--- src/hw/renderPkg.sv ---
/*
 * Render package.
 * Shared types, 640x480 video timing, the APB register map and the
 * fixed sprite bitmaps of the raster pixel renderer.
 */
`default_nettype none

package renderPkg;

    // --------------------
    // coordinates.
    localparam int coordBits   = 10;
    localparam int spriteSize  = 8;  // sprite edge in pixels.
    localparam int spriteCount = 4;
    localparam int paletteDepth = 16;

    typedef logic [coordBits-1:0] coordT;

    // horizontal timing, in pixels.
    localparam coordT hActive = 10'd640;
    localparam coordT hFront  = 10'd16;
    localparam coordT hSync   = 10'd96;
    localparam coordT hBack   = 10'd48;
    localparam coordT hTotal  = hActive + hFront + hSync + hBack;

    // vertical timing, in lines.
    localparam coordT vActive = 10'd480;
    localparam coordT vFront  = 10'd10;
    localparam coordT vSync   = 10'd2;
    localparam coordT vBack   = 10'd33;
    localparam coordT vTotal  = vActive + vFront + vSync + vBack;

    localparam int frameCycles = int'(hTotal) * int'(vTotal); // clocks per frame.

    // --------------------
    // register map.
    localparam logic [7:0] regBallPos   = 8'h00;
    localparam logic [7:0] regBallSize  = 8'h04;
    localparam logic [7:0] regBallColor = 8'h08;
    localparam logic [7:0] regSpritePos = 8'h0C;
    localparam logic [7:0] regSpriteId  = 8'h10;
    localparam logic [7:0] regBgColor   = 8'h14;
    localparam logic [7:0] palBase      = 8'h40; // first palette word.
    localparam logic [7:0] palLast      = 8'h7C; // last palette word.

    // --------------------
    // types.
    typedef struct packed {
        coordT x;
        coordT y;
    } pointT;

    typedef struct packed {
        logic [7:0] red;
        logic [7:0] green;
        logic [7:0] blue;
    } rgbT;

    typedef struct packed {
        logic hSyncN;
        logic vSyncN;
        logic de;
    } syncT;

    typedef struct packed {
        logic [7:0]  paddr;
        logic        psel;
        logic        penable;
        logic        pwrite;
        logic [31:0] pwdata;
    } apbReqT;

    typedef struct packed {
        logic [31:0] prdata;
        logic        pready;
        logic        pslverr;
    } apbRspT;

    typedef struct packed {
        pointT      ballPos;   // centre.
        coordT      ballSize;  // radius.
        rgbT        ballColor;
        pointT      spritePos; // top-left corner.
        logic [1:0] spriteId;
        rgbT        bgColor;
    } sceneT;

    typedef struct packed {
        logic       en;
        logic [3:0] index;
        rgbT        color;
    } palWriteT;

    // blanking state, both syncs released.
    localparam syncT syncIdle = '{hSyncN: 1'b1, vSyncN: 1'b1, de: 1'b0};

    // --------------------
    // sprite bitmaps, indexed [sprite][row][column], 0 is transparent.
    localparam logic [1:0] spriteBitmap [spriteCount][spriteSize][spriteSize] = '{
        '{  // ring.
            '{0, 0, 1, 1, 1, 1, 0, 0},
            '{0, 1, 2, 2, 2, 2, 1, 0},
            '{1, 2, 3, 3, 3, 3, 2, 1},
            '{1, 2, 3, 0, 0, 3, 2, 1},
            '{1, 2, 3, 0, 0, 3, 2, 1},
            '{1, 2, 3, 3, 3, 3, 2, 1},
            '{0, 1, 2, 2, 2, 2, 1, 0},
            '{0, 0, 1, 1, 1, 1, 0, 0}
        },
        '{  // arrow pointing up.
            '{0, 0, 0, 1, 1, 0, 0, 0},
            '{0, 0, 1, 2, 2, 1, 0, 0},
            '{0, 1, 2, 3, 3, 2, 1, 0},
            '{1, 2, 3, 3, 3, 3, 2, 1},
            '{0, 0, 0, 2, 2, 0, 0, 0},
            '{0, 0, 0, 2, 2, 0, 0, 0},
            '{0, 0, 0, 3, 3, 0, 0, 0},
            '{0, 0, 0, 3, 3, 0, 0, 0}
        },
        '{  // diagonal cross.
            '{3, 0, 0, 0, 0, 0, 0, 3},
            '{0, 3, 0, 0, 0, 0, 3, 0},
            '{0, 0, 2, 0, 0, 2, 0, 0},
            '{0, 0, 0, 1, 1, 0, 0, 0},
            '{0, 0, 0, 1, 1, 0, 0, 0},
            '{0, 0, 2, 0, 0, 2, 0, 0},
            '{0, 3, 0, 0, 0, 0, 3, 0},
            '{3, 0, 0, 0, 0, 0, 0, 3}
        },
        '{  // nested frame.
            '{3, 3, 3, 3, 3, 3, 3, 3},
            '{3, 1, 1, 1, 1, 1, 1, 3},
            '{3, 1, 2, 2, 2, 2, 1, 3},
            '{3, 1, 2, 0, 0, 2, 1, 3},
            '{3, 1, 2, 0, 0, 2, 1, 3},
            '{3, 1, 2, 2, 2, 2, 1, 3},
            '{3, 1, 1, 1, 1, 1, 1, 3},
            '{3, 3, 3, 3, 3, 3, 3, 3}
        }
    };

endpackage

`default_nettype wire

--- src/hw/vgaTiming.sv ---
/*
 * VGA timing generator.
 * Free-running pixel and line counters, one pixel per clock, with a
 * registered draw coordinate, active-low syncs and display enable.
 */
`timescale 1ns/1ps
`default_nettype none

module vgaTiming (
    input  logic             clk,
    input  logic             rstN,
    output renderPkg::pointT pos,
    output renderPkg::syncT  sync
);
    import renderPkg::*;

    coordT xNext; // pixel after this one.
    coordT yNext; // its line.

    // --------------------
    // counter wrap.
    always_comb
    begin
        xNext = pos.x + 1'b1;
        yNext = pos.y;
        if (pos.x == hTotal - 1'b1)
        begin
            xNext = '0;  // end of line.
            yNext = (pos.y == vTotal - 1'b1) ? '0 : pos.y + 1'b1;
        end
    end

    // --------------------
    // sync is decoded from the next count so it lines up with pos.
    always_ff @(posedge clk or negedge rstN)
    begin
        if (!rstN)
        begin
            pos.x <= '0;
            pos.y <= vTotal - 1'b1; // last back-porch line, frame starts one line later.
            sync  <= syncIdle;
        end
        else
        begin
            pos.x <= xNext;
            pos.y <= yNext;
            // pulses sit after the front porch.
            sync.hSyncN <= !((xNext >= hActive + hFront) &&
                             (xNext <  hActive + hFront + hSync));
            sync.vSyncN <= !((yNext >= vActive + vFront) &&
                             (yNext <  vActive + vFront + vSync));
            sync.de     <= (xNext < hActive) && (yNext < vActive); // visible area.
        end
    end

endmodule

`default_nettype wire

--- config.mk ---
export PLATFORM = sky130hd
export DESIGN_NAME = vgaTiming
export DESIGN_NICKNAME = d
export VERILOG_FILES = /design/src/hw/renderPkg.sv /design/src/hw/vgaTiming.sv
export SDC_FILE = /design/constraint.sdc
export NUM_CORES = 1
export LEC_CHECK = 0
export BUFFER_PORTS_ARGS = -buffer_cell sky130_fd_sc_hd__buf_2
export CAP_MARGIN = 25
export CELL_PAD_IN_SITES_DETAIL_PLACEMENT = 2
export CELL_PAD_IN_SITES_GLOBAL_PLACEMENT = 2
export CORE_ASPECT_RATIO = 0.8
export CORE_MARGIN = 2
export CORE_UTILIZATION = 35
export CTS_BUF_LIST = sky130_fd_sc_hd__clkbuf_4 sky130_fd_sc_hd__clkbuf_8
export DETAILED_ROUTE_END_ITERATION = 12
export PLACE_DENSITY = 0.82
export SLEW_MARGIN = 30
export SYNTH_ARGS = -nofsm -noshare
export SYNTH_HDL_FRONTEND = slang
export SYNTH_SLANG_ARGS = --single-unit
export TNS_END_PERCENT = 1
--- constraint.sdc ---
create_clock -name clk -period 3.11 [get_ports clk]
set_input_delay 0.1555 -clock clk [delete_from_list [all_inputs] [get_ports clk]]
set_output_delay 0.1555 -clock clk [all_outputs]
set_load 0.03 [all_outputs]
==> summary.md <==
| Metric | Value |
|---|---|
| Sw Pwr | 98.8 uW |
| Period utilisation layout | 0.846 |
| CTS Buf Count | 3 |
| Sink Count | 23 |
| Internal Power | 400 uW |
| Required time worst endpoint | ~3300 ps |
| Max-cap violations | 0 |
| Slowest cell on the critical path | or4_4 |
| Clk Latency, worst-skew pair | around 260 ps |
| Critical path class | register to register |
| Routed wire length | around 3.6 mm |
| Starting Density | 0.377 |
| Cell Chain, Critical Path | ha_1, and4_1, nand3_4, or4_4, a221oi_2, or4b_1 |
| Syn Std Cell Area | about 1300 sq um |
| Total negative setup slack | 0 ps |
| DRT iter0 DRCs | 21 |
| Sw frac | 0.198 |
| Vias | ~1,100 |
| Leakage Power | 0.000670 uW |
| Final GP Congestion | 0.881 |
| Predominant post-synthesis flop cell | dfrtp_1 |
| Pwr/cell area | around 330 nW/um^2 |
| Max-Slew Margin vs Limit | 0.647 |
| Overall Global Routing Usage | 0.189 |
| Largest net degree at the start of global routing | 24 |
| Synth unique cells | 44 |
| Setup Skew | 4.18 ps |
| Yosys reg bits | 23 |
| Post-synthesis async set-or-reset flop share | 1.00 |
| Die width | a little over 70 um |
| Synth top area cells | dfrtp_1 (34%), dfstp_2 (9.9%), ha_1 (3.8%), xnor2_1 (3.3%), xor2_1 (3.3%) |
| M1 WL | 1.81 mm |
| Drt pass-1 iters | 4 |
| WL met2 | 1.67 mm |
| Syn Inst Count | roughly 130 |
| Most common cell in the netlist | dfrtp_1 |
| Setup bufs post-CTS | 0 |
| Synth Area per Inst | slightly below 10 sq um |
| CORE AREA | 3520 sq um |
| Area Growth Syn to Fin | 13.6% |
| Routed met3 length | 119 um |
| Setup crit end kind | register |
| Non-Filler Instances | slightly below 200 |
| Storage element area | 582 sq um |
| Clock power frac | 0.387 |
| Maximum fanout count along the critical path | 8 |
| Final HPWL DP | 2.74 mm |
| WL/cell | roughly 18 um |
| Max VDD drop | 222 uV |
| CTS clk-pin slew, worst paths | 80 ps |
| R2R Path End | sync[1]$_DFF_PN1_ |
| Crit path time final | around 2600 ps |
| Post-CTS sizing | 0 |
| Fmax | 0.380 GHz |
| # placed instances | 192 |
| WP data arrival | 2810 ps |
| Residual DRC | 0 |
| Combinational share of power | 0.014 |
| Gr ovfl total | 0 |
| CTS root buffer | clkbuf_8 |
| Delay-heaviest family, CP | simple AND/OR/NAND/NOR gates |
| Vias in the first global route | 1,173 |
| Die area | 4300 sq um |
| Type of the tightest min-delay check | input port to async pin |
| Syn_nets | 140 |
| Hold buffer count at CTS | 1 |
| Commonest cells in the netlist | dfrtp_1 (18), nor2_1 (10), inv_1 (9) |
| Top-Level Pins | 25 |
| Port bufs | 24 |
| Final setup fails | 0 |
| Register-to-Register Path Depth | 6 |
| Register area share after synthesis | 0.439 |
| Vias per inst | ~5.6 |
| Ant. Diodes | 0 |
| Synth warn | 0 |
| Bufs on Longest Clock Path | 2 |
| Max Slew Vio Count | 0 |
| Max layer used | met4 |
| Worst path max stage delay | 550 ps |
| Number of flops mapped to enable cells by yosys | 0 |
| Sequential Power Share | 0.599 |
| FILL cells | 401 |
| Reg2reg start | pos[10]$_DFF_PN0_ |
| First-pass GRT wire length | roughly 6 mm |
| Area leader, netlist | dfrtp_1 |
| Chip Height | 59.0 um |
| Final Hold Viols | 0 |
| Buffers & Inverters on Critical Path | 0 |
| Share of the synthesized area in the top cell type | 0.340 |
| CTS tree | built |
| Multi-input combinational cell area | 658 sq um |
| Critical Path Start Type | register |
| Antenna Nets Post-Route | 0 |
| Initial antenna violation count | 0 |
| Worst slew pin tran | 522 ps |
| Layout cells sized above 1 | 0.265 |
| Reg2reg setup slack | 480 ps |
| Post-Route Utilization | 0.428 |
| # H-tree levels | 1 |
| NumNets Final | 162 |
| # rows | 19 |
| Outcome | complete, no violations |
| RSZ-0062 raised after global routing | no |
per-layer routing:
metal  vias to the layer above  track usage
li1                        530            -
met1                       546        0.262
met2                        21        0.306
met3                         2       0.0425
met4                         0       0.0370
met5                         -            0
worst register-to-register path: stages, from the launching register on:
cell and delay (ps):
dfrtp_1 440, ha_1 230, and4_1 400, nand3_4 150, or4_4 550, a221oi_2 310, or4b_1 470
state kept, by name (all words and copies together) (netlist names):
signal / count
pos: 20
sync: 3
per-stage QoR:
stage | hold slack, ps | worst slack (ps) | total power, uW | instance area (sq um)
floorplan | -140 | 562 | 305 | 1330
global placement | 162 | 600 | 311 | 1450
detailed placement | 165 | 471 | 312 | 1450
CTS | 412 | 468 | 509 | 1510
global route | 424 | 344 | 525 | 1510
finish | 397 | 478 | 499 | 1510
layout by cell type, fill, tap and decap left out, types with 5 or more instances in the layout:
master	count
nor2_1	10
xnor2_1	5
o21ai_0	8
dfrtp_1	18
inv_1	9
buf_2	24
nand3_1	6
dfstp_2	5
nand4_1	6
xor2_1	5
nand2_1	8
logic make-up after synthesis:
family	share of synthesized area
buffers and inverters	0.0642
adder cells (fa/ha/maj)	0.0378
AO/OA/AOI/OAI	0.163
AND/OR/NAND/NOR	0.229
XOR/XNOR	0.0661
flip-flops	0.439
power groups by stage:
| stage | Combinational [uW] | Sequential, uW | Clock (uW) |
|---|---|---|---|
| 2_1_floorplan | 0.000276 | 305 | 0 |
| 3_5_place_dp | 6.73 | 305 | 0 |
| 4_1_cts | 7.64 | 299 | 202 |
| 6_report | 7.12 | 299 | 193 |
| 3_3_place_gp | 6.64 | 305 | 0 |
| 5_1_grt | 8.27 | 299 | 218 |
cell type report:
type / instances / share of cell area
Inverter: 9 / 0.0224
Sequential cell: 23 / 0.387
Tap cell: 42 / 0.0349
Clock buffer: 4 / 0.0324
Timing Repair Buffer: 25 / 0.0865
Multi-Input combinational cell: 94 / 0.437
how the worst max path moves through the flow:
stage,from,endpoint,cells past startpoint
2_1_floorplan,pos[10]$_DFF_PN0_,sync[1]$_DFF_PN1_,7
3_3_place_gp,pos[10]$_DFF_PN0_,sync[1]$_DFF_PN1_,6
3_5_place_dp,pos[10]$_DFF_PN0_,sync[1]$_DFF_PN1_,6
4_1_cts,pos[10]$_DFF_PN0_,sync[1]$_DFF_PN1_,6
5_1_grt,pos[10]$_DFF_PN0_,sync[1]$_DFF_PN1_,6
6_report,pos[10]$_DFF_PN0_,sync[1]$_DFF_PN1_,6
(Power assumes the default switching activity.)
