`src/hw/renderPkg.sv`:
```
/*
 * Render package.
 * Shared types, 640x480 video timing, the APB register map and the
 * fixed sprite bitmaps of the raster pixel renderer.
 */
`default_nettype none

package renderPkg;

    // --------------------
    // coordinates.
    localparam int coordBits   = 10;
    localparam int spriteSize  = 8;  // sprite edge in pixels.
    localparam int spriteCount = 4;
    localparam int paletteDepth = 16;

    typedef logic [coordBits-1:0] coordT;

    // horizontal timing, in pixels.
    localparam coordT hActive = 10'd640;
    localparam coordT hFront  = 10'd16;
    localparam coordT hSync   = 10'd96;
    localparam coordT hBack   = 10'd48;
    localparam coordT hTotal  = hActive + hFront + hSync + hBack;

    // vertical timing, in lines.
    localparam coordT vActive = 10'd480;
    localparam coordT vFront  = 10'd10;
    localparam coordT vSync   = 10'd2;
    localparam coordT vBack   = 10'd33;
    localparam coordT vTotal  = vActive + vFront + vSync + vBack;

    localparam int frameCycles = int'(hTotal) * int'(vTotal); // clocks per frame.

    // --------------------
    // register map.
    localparam logic [7:0] regBallPos   = 8'h00;
    localparam logic [7:0] regBallSize  = 8'h04;
    localparam logic [7:0] regBallColor = 8'h08;
    localparam logic [7:0] regSpritePos = 8'h0C;
    localparam logic [7:0] regSpriteId  = 8'h10;
    localparam logic [7:0] regBgColor   = 8'h14;
    localparam logic [7:0] palBase      = 8'h40; // first palette word.
    localparam logic [7:0] palLast      = 8'h7C; // last palette word.

    // --------------------
    // types.
    typedef struct packed {
        coordT x;
        coordT y;
    } pointT;

    typedef struct packed {
        logic [7:0] red;
        logic [7:0] green;
        logic [7:0] blue;
    } rgbT;

    typedef struct packed {
        logic hSyncN;
        logic vSyncN;
        logic de;
    } syncT;

    typedef struct packed {
        logic [7:0]  paddr;
        logic        psel;
        logic        penable;
        logic        pwrite;
        logic [31:0] pwdata;
    } apbReqT;

    typedef struct packed {
        logic [31:0] prdata;
        logic        pready;
        logic        pslverr;
    } apbRspT;

    typedef struct packed {
        pointT      ballPos;   // centre.
        coordT      ballSize;  // radius.
        rgbT        ballColor;
        pointT      spritePos; // top-left corner.
        logic [1:0] spriteId;
        rgbT        bgColor;
    } sceneT;

    typedef struct packed {
        logic       en;
        logic [3:0] index;
        rgbT        color;
    } palWriteT;

    // blanking state, both syncs released.
    localparam syncT syncIdle = '{hSyncN: 1'b1, vSyncN: 1'b1, de: 1'b0};

    // --------------------
    // sprite bitmaps, indexed [sprite][row][column], 0 is transparent.
    localparam logic [1:0] spriteBitmap [spriteCount][spriteSize][spriteSize] = '{
        '{  // ring.
            '{0, 0, 1, 1, 1, 1, 0, 0},
            '{0, 1, 2, 2, 2, 2, 1, 0},
            '{1, 2, 3, 3, 3, 3, 2, 1},
            '{1, 2, 3, 0, 0, 3, 2, 1},
            '{1, 2, 3, 0, 0, 3, 2, 1},
            '{1, 2, 3, 3, 3, 3, 2, 1},
            '{0, 1, 2, 2, 2, 2, 1, 0},
            '{0, 0, 1, 1, 1, 1, 0, 0}
        },
        '{  // arrow pointing up.
            '{0, 0, 0, 1, 1, 0, 0, 0},
            '{0, 0, 1, 2, 2, 1, 0, 0},
            '{0, 1, 2, 3, 3, 2, 1, 0},
            '{1, 2, 3, 3, 3, 3, 2, 1},
            '{0, 0, 0, 2, 2, 0, 0, 0},
            '{0, 0, 0, 2, 2, 0, 0, 0},
            '{0, 0, 0, 3, 3, 0, 0, 0},
            '{0, 0, 0, 3, 3, 0, 0, 0}
        },
        '{  // diagonal cross.
            '{3, 0, 0, 0, 0, 0, 0, 3},
            '{0, 3, 0, 0, 0, 0, 3, 0},
            '{0, 0, 2, 0, 0, 2, 0, 0},
            '{0, 0, 0, 1, 1, 0, 0, 0},
            '{0, 0, 0, 1, 1, 0, 0, 0},
            '{0, 0, 2, 0, 0, 2, 0, 0},
            '{0, 3, 0, 0, 0, 0, 3, 0},
            '{3, 0, 0, 0, 0, 0, 0, 3}
        },
        '{  // nested frame.
            '{3, 3, 3, 3, 3, 3, 3, 3},
            '{3, 1, 1, 1, 1, 1, 1, 3},
            '{3, 1, 2, 2, 2, 2, 1, 3},
            '{3, 1, 2, 0, 0, 2, 1, 3},
            '{3, 1, 2, 0, 0, 2, 1, 3},
            '{3, 1, 2, 2, 2, 2, 1, 3},
            '{3, 1, 1, 1, 1, 1, 1, 3},
            '{3, 3, 3, 3, 3, 3, 3, 3}
        }
    };

endpackage

`default_nettype wire

```
`src/hw/sceneRegs.sv`:
```
/*
 * Scene register block.
 * APB slave with zero wait states holding the ball, sprite and
 * background settings; palette window writes pass on as one-cycle strobes.
 */
`timescale 1ns/1ps
`default_nettype none

module sceneRegs (
    input  logic                clk,
    input  logic                rstN,
    input  renderPkg::apbReqT   apbReq,
    output renderPkg::apbRspT   apbRsp,
    output renderPkg::sceneT    scene,
    output renderPkg::palWriteT palWrite
);
    import renderPkg::*;

    logic access;    // access phase of a selected transfer.
    logic inPalette; // aligned word in the palette window.
    logic mapped;    // address decodes to something.
    logic wrEn;      // write commits at this edge.

    // x in the low half, y from bit 16.
    function automatic logic [31:0] packPoint(pointT p);
        return {6'b0, p.y, 6'b0, p.x};
    endfunction

    assign access    = apbReq.psel && apbReq.penable;
    assign inPalette = (apbReq.paddr >= palBase) && (apbReq.paddr <= palLast) &&
                       (apbReq.paddr[1:0] == 2'b00);
    assign wrEn      = access && apbReq.pwrite && mapped;

    // --------------------
    // decode and read data.
    always_comb
    begin
        mapped        = 1'b1;
        apbRsp.prdata = '0;
        case (apbReq.paddr)
            regBallPos:   apbRsp.prdata = packPoint(scene.ballPos);
            regBallSize:  apbRsp.prdata = {22'b0, scene.ballSize};
            regBallColor: apbRsp.prdata = {8'b0, scene.ballColor};
            regSpritePos: apbRsp.prdata = packPoint(scene.spritePos);
            regSpriteId:  apbRsp.prdata = {30'b0, scene.spriteId};
            regBgColor:   apbRsp.prdata = {8'b0, scene.bgColor};
            default:      mapped = inPalette; // palette reads back as zero.
        endcase
        apbRsp.pready  = 1'b1;              // never stalls.
        apbRsp.pslverr = access && !mapped; // hole in the map.
    end

    // --------------------
    // scene registers.
    always_ff @(posedge clk or negedge rstN)
    begin
        if (!rstN)
            scene <= '0; // zero radius, black everywhere.
        else if (wrEn)
        begin
            case (apbReq.paddr)
                regBallPos:
                begin
                    scene.ballPos.x <= apbReq.pwdata[coordBits-1:0];
                    scene.ballPos.y <= apbReq.pwdata[16 +: coordBits];
                end
                regBallSize:  scene.ballSize  <= apbReq.pwdata[coordBits-1:0];
                regBallColor: scene.ballColor <= apbReq.pwdata[23:0];
                regSpritePos:
                begin
                    scene.spritePos.x <= apbReq.pwdata[coordBits-1:0];
                    scene.spritePos.y <= apbReq.pwdata[16 +: coordBits];
                end
                regSpriteId:  scene.spriteId <= apbReq.pwdata[1:0];
                regBgColor:   scene.bgColor  <= apbReq.pwdata[23:0];
                default:      ; // palette words go out on palWrite.
            endcase
        end
    end

    // palette strobe, same edge as the APB access.
    always_comb
    begin
        palWrite.en    = wrEn && inPalette;
        palWrite.index = apbReq.paddr[5:2]; // word number in window.
        palWrite.color = apbReq.pwdata[23:0];
    end

endmodule

`default_nettype wire

```
`config.mk`:
```
export PLATFORM = sky130hd
export DESIGN_NAME = sceneRegs
export DESIGN_NICKNAME = d
export VERILOG_FILES = /design/src/hw/renderPkg.sv /design/src/hw/sceneRegs.sv
export SDC_FILE = /design/constraint.sdc
export NUM_CORES = 1
export LEC_CHECK = 0
export ABC_AREA = 1
export BUFFER_PORTS_ARGS = -buffer_cell sky130_fd_sc_hd__buf_2
export CORE_MARGIN = 2
export CORE_UTILIZATION = 49
export DETAILED_ROUTE_END_ITERATION = 7
export PLACE_DENSITY = 0.91
export SLEW_MARGIN = 15
export SYNTH_ARGS = -nofsm -noshare
export SYNTH_HDL_FRONTEND = slang
export SYNTH_SLANG_ARGS = --single-unit
```
`constraint.sdc`:
```
create_clock -name clk -period 2.15 [get_ports clk]
set_input_delay 0.43 -clock clk [delete_from_list [all_inputs] [get_ports clk]]
set_output_delay 0.43 -clock clk [all_outputs]
set_load 0.03 [all_outputs]
```
==> results.toml <==
[yosys]
synth_most_common_cell = "nand2_1"
ys_seq_elements = 100
synth_edf_count = 0
synth.area.top_cells = "dfrtp_1 (48%), nand2_1 (21%), nand4_1 (13%)"
synthCells = 648
synth_top_area_frac = 0.485
synth_seq_area_share = 0.485
syn_area_um2 = 5160
yosys.area.top_type = "dfrtp_1"
ys_types = 20
syn_avg_cell_area_um2 = 7.96
async_flop_share = 1.00
yosysWarnings = 0
synth_common_cells = "nand2_1 (289), nand4_1 (110), dfrtp_1 (100)"
ys.flop_type = "dfrtp_1"

[placed_design]
dp_hpwl_um = 10600
portBuffers = 194
place_congestion = 0.818

[cts]
cts_buffers = 9
clockBufferDepth = 2
cts_tree = "yes"
htreeDepth = 3
hold_buffers = 0
clk_latency_ns = 0.35
cts_sinks = 100
cts_root_buf = "clkbuf_8"
clkTransAtPathRegs_ns = 0.10

[sta]
fin_crit_ns = 2.15
finalSetupViolCount = 1
tightest_slew_ns = 0.532
clock_skew_ns = 0
hold_violations = 0
timing.hold.ws_ns = 0.109
setup_tns_ns = -0.00340
period_share = 1.00
maxSlewHeadroom = 0.645
slew_violations = 0
max_freq_mhz = 464
setup_slack_ns = -0.00340

[routing]
drtPass1Iterations = 6
via_count = 5416
wl_per_cell_um = 17.2
wl_um = 16500
antenna_left = 0
drc = 0
drt_iter0_drc = 365
avgViaCountPerCell = 5.64

[floorplanning]
die_area_um2 = 11400
die_h_um = 107
core-area_um2 = 10300
row_count = 37
initial_core_util = 0.502
io_pins = 208
fp.dieW_um = 107

[final_layout]
syn2layout_area_growth_pct = 30.4
finalNetCount = 865
reg_top3 = "scene (100)"
largest-register = "scene"
antenna_cells = 0
largest_reg_flops = 100
n_fill_cell = 863
drive_above_1_share = 0.339

[power]
power_density_nw_per_um2 = 532
p_leak_nw = 3.95
vdd_drop_max_uv = 449

[global_route]
grt_max_degree = 101
grt_use_total = 0.266
overflow = 0
grt_pass1_wl_um = 24200
grt_pass1_vias = 4772
antenna_found_initial = 0

[outcome]
violations = "negative setup slack"
outcome = "finished, violations left"

[critical_path]
crit_arrival_ns = 1.72
critPathKind = "in -> out"
critPathCaptureType = "primary output"
crit_path_max_fanout = 6
worst_ep_required_time_ns = 1.72
cp-start-kind = "primary input"

[min_path]
holdCritPathClass = "in -> async"

[flow_run]
cap_violations = 0
-- final timing paths --
kind | startpoint | to | slack (ns) | cells after the start
hold / removal | rstN | scene[18]$_DFFE_PN0P_ | 0.11 | 2
setup reg to reg | scene[25]$_DFFE_PN0P_ | scene[25]$_DFFE_PN0P_ | 1.46 | 2
max in group asynchronous | rstN | scene[52]$_DFFE_PN0P_ | 1.64 | 2
hold reg to reg | scene[62]$_DFFE_PN0P_ | scene[62]$_DFFE_PN0P_ | 0.50 | 2
setup / recovery | apbReq[42] | apbRsp[8] | -0.003 | 9
min in group clk | apbReq[10] | scene[56]$_DFFE_PN0P_ | 0.33 | 3
-- cells by family (layout without fill, tap and decap cells) --
group,Yosys count,count (layout),synth area share
other,2,7,0.00146
flip-flops,100,100,0.485
AO/OA/AOI/OAI,17,17,0.0230
AND/OR/NAND/NOR,436,436,0.383
buffers and inverters,93,265,0.108
-- per-layer routing --
| layer | wire length, µm | GRT usage | vias to the layer above |
|---|---|---|---|
| met4 | 417 | 0.109 | 0 |
| met1 | 6740 | 0.369 | 2626 |
| met5 | 0 | 0 | - |
| met2 | 8070 | 0.418 | 282 |
| met3 | 1280 | 0.0438 | 27 |
| li1 | - | - | 2481 |
-- final cells by class --
| type | count | area, µm² | area share |
|---|---|---|---|
| sequential | 100 | 2500 | 0.372 |
| tap | 136 | 170 | 0.0253 |
| clock inverter | 7 | 103 | 0.0152 |
| timing repair buffer | 241 | 1600 | 0.238 |
| clock buffer | 9 | 124 | 0.0184 |
| inverter | 8 | 30.0 | 0.00446 |
| multi-input combinational | 460 | 2200 | 0.327 |
-- layout by cell type, fill, tap and decap left out, drive strengths merged --
cell type  instances
nor3               1
a22o               8
clkbuf            15
dfrtp            100
o2bb2ai            1
nand3             18
nor2              15
conb               7
inv               12
nand4            110
clkinvlp           1
bufinv             2
nand2            290
buf              235
nand3b             2
a21oi              8
-- metrics by stage --
stage	total power, W	instance area, µm²	worst slack (ns)	util	cells
final	0.00358	6730	-0.00340	0.655	961
after detailed placement	0.00223	6200	-0.0325	0.603	931
after global placement	0.00223	6200	0.00142	0.603	931
after global routing	0.00368	6730	-0.0727	0.655	961
after CTS	0.00357	6430	0.00854	0.626	947
after floorplan	0.00213	5180	0.0978	-	653
-- worst max-delay path: stages --
cell and delay (ns):
buf_2 0.12, nor2_4 0.14, nand2_4 0.11, nor2_4 0.26
buf_12 0.16, buf_4 0.13, a21oi_1 0.10, nand3_1 0.10
buf_4 0.16
-- where the power goes --
part	leakage [nW]	internal, W	switching, W	total [W]
sequential	1.40	0.00188	0.00000284	0.00189
clock	0.111	0.000673	0.000695	0.00137
combinational	2.44	0.0000780	0.000247	0.000325
total	3.95	0.00263	0.000944	0.00358
-- timing repair --
action,CTS,global route
gates resized for setup,3,48
endpoints found under the hold margin,0,0
setup buffers,0,9
gates cloned,0,5
setup endpoints to repair,10,25
pin swaps,1,10
Power figures use the tool's default switching activity.
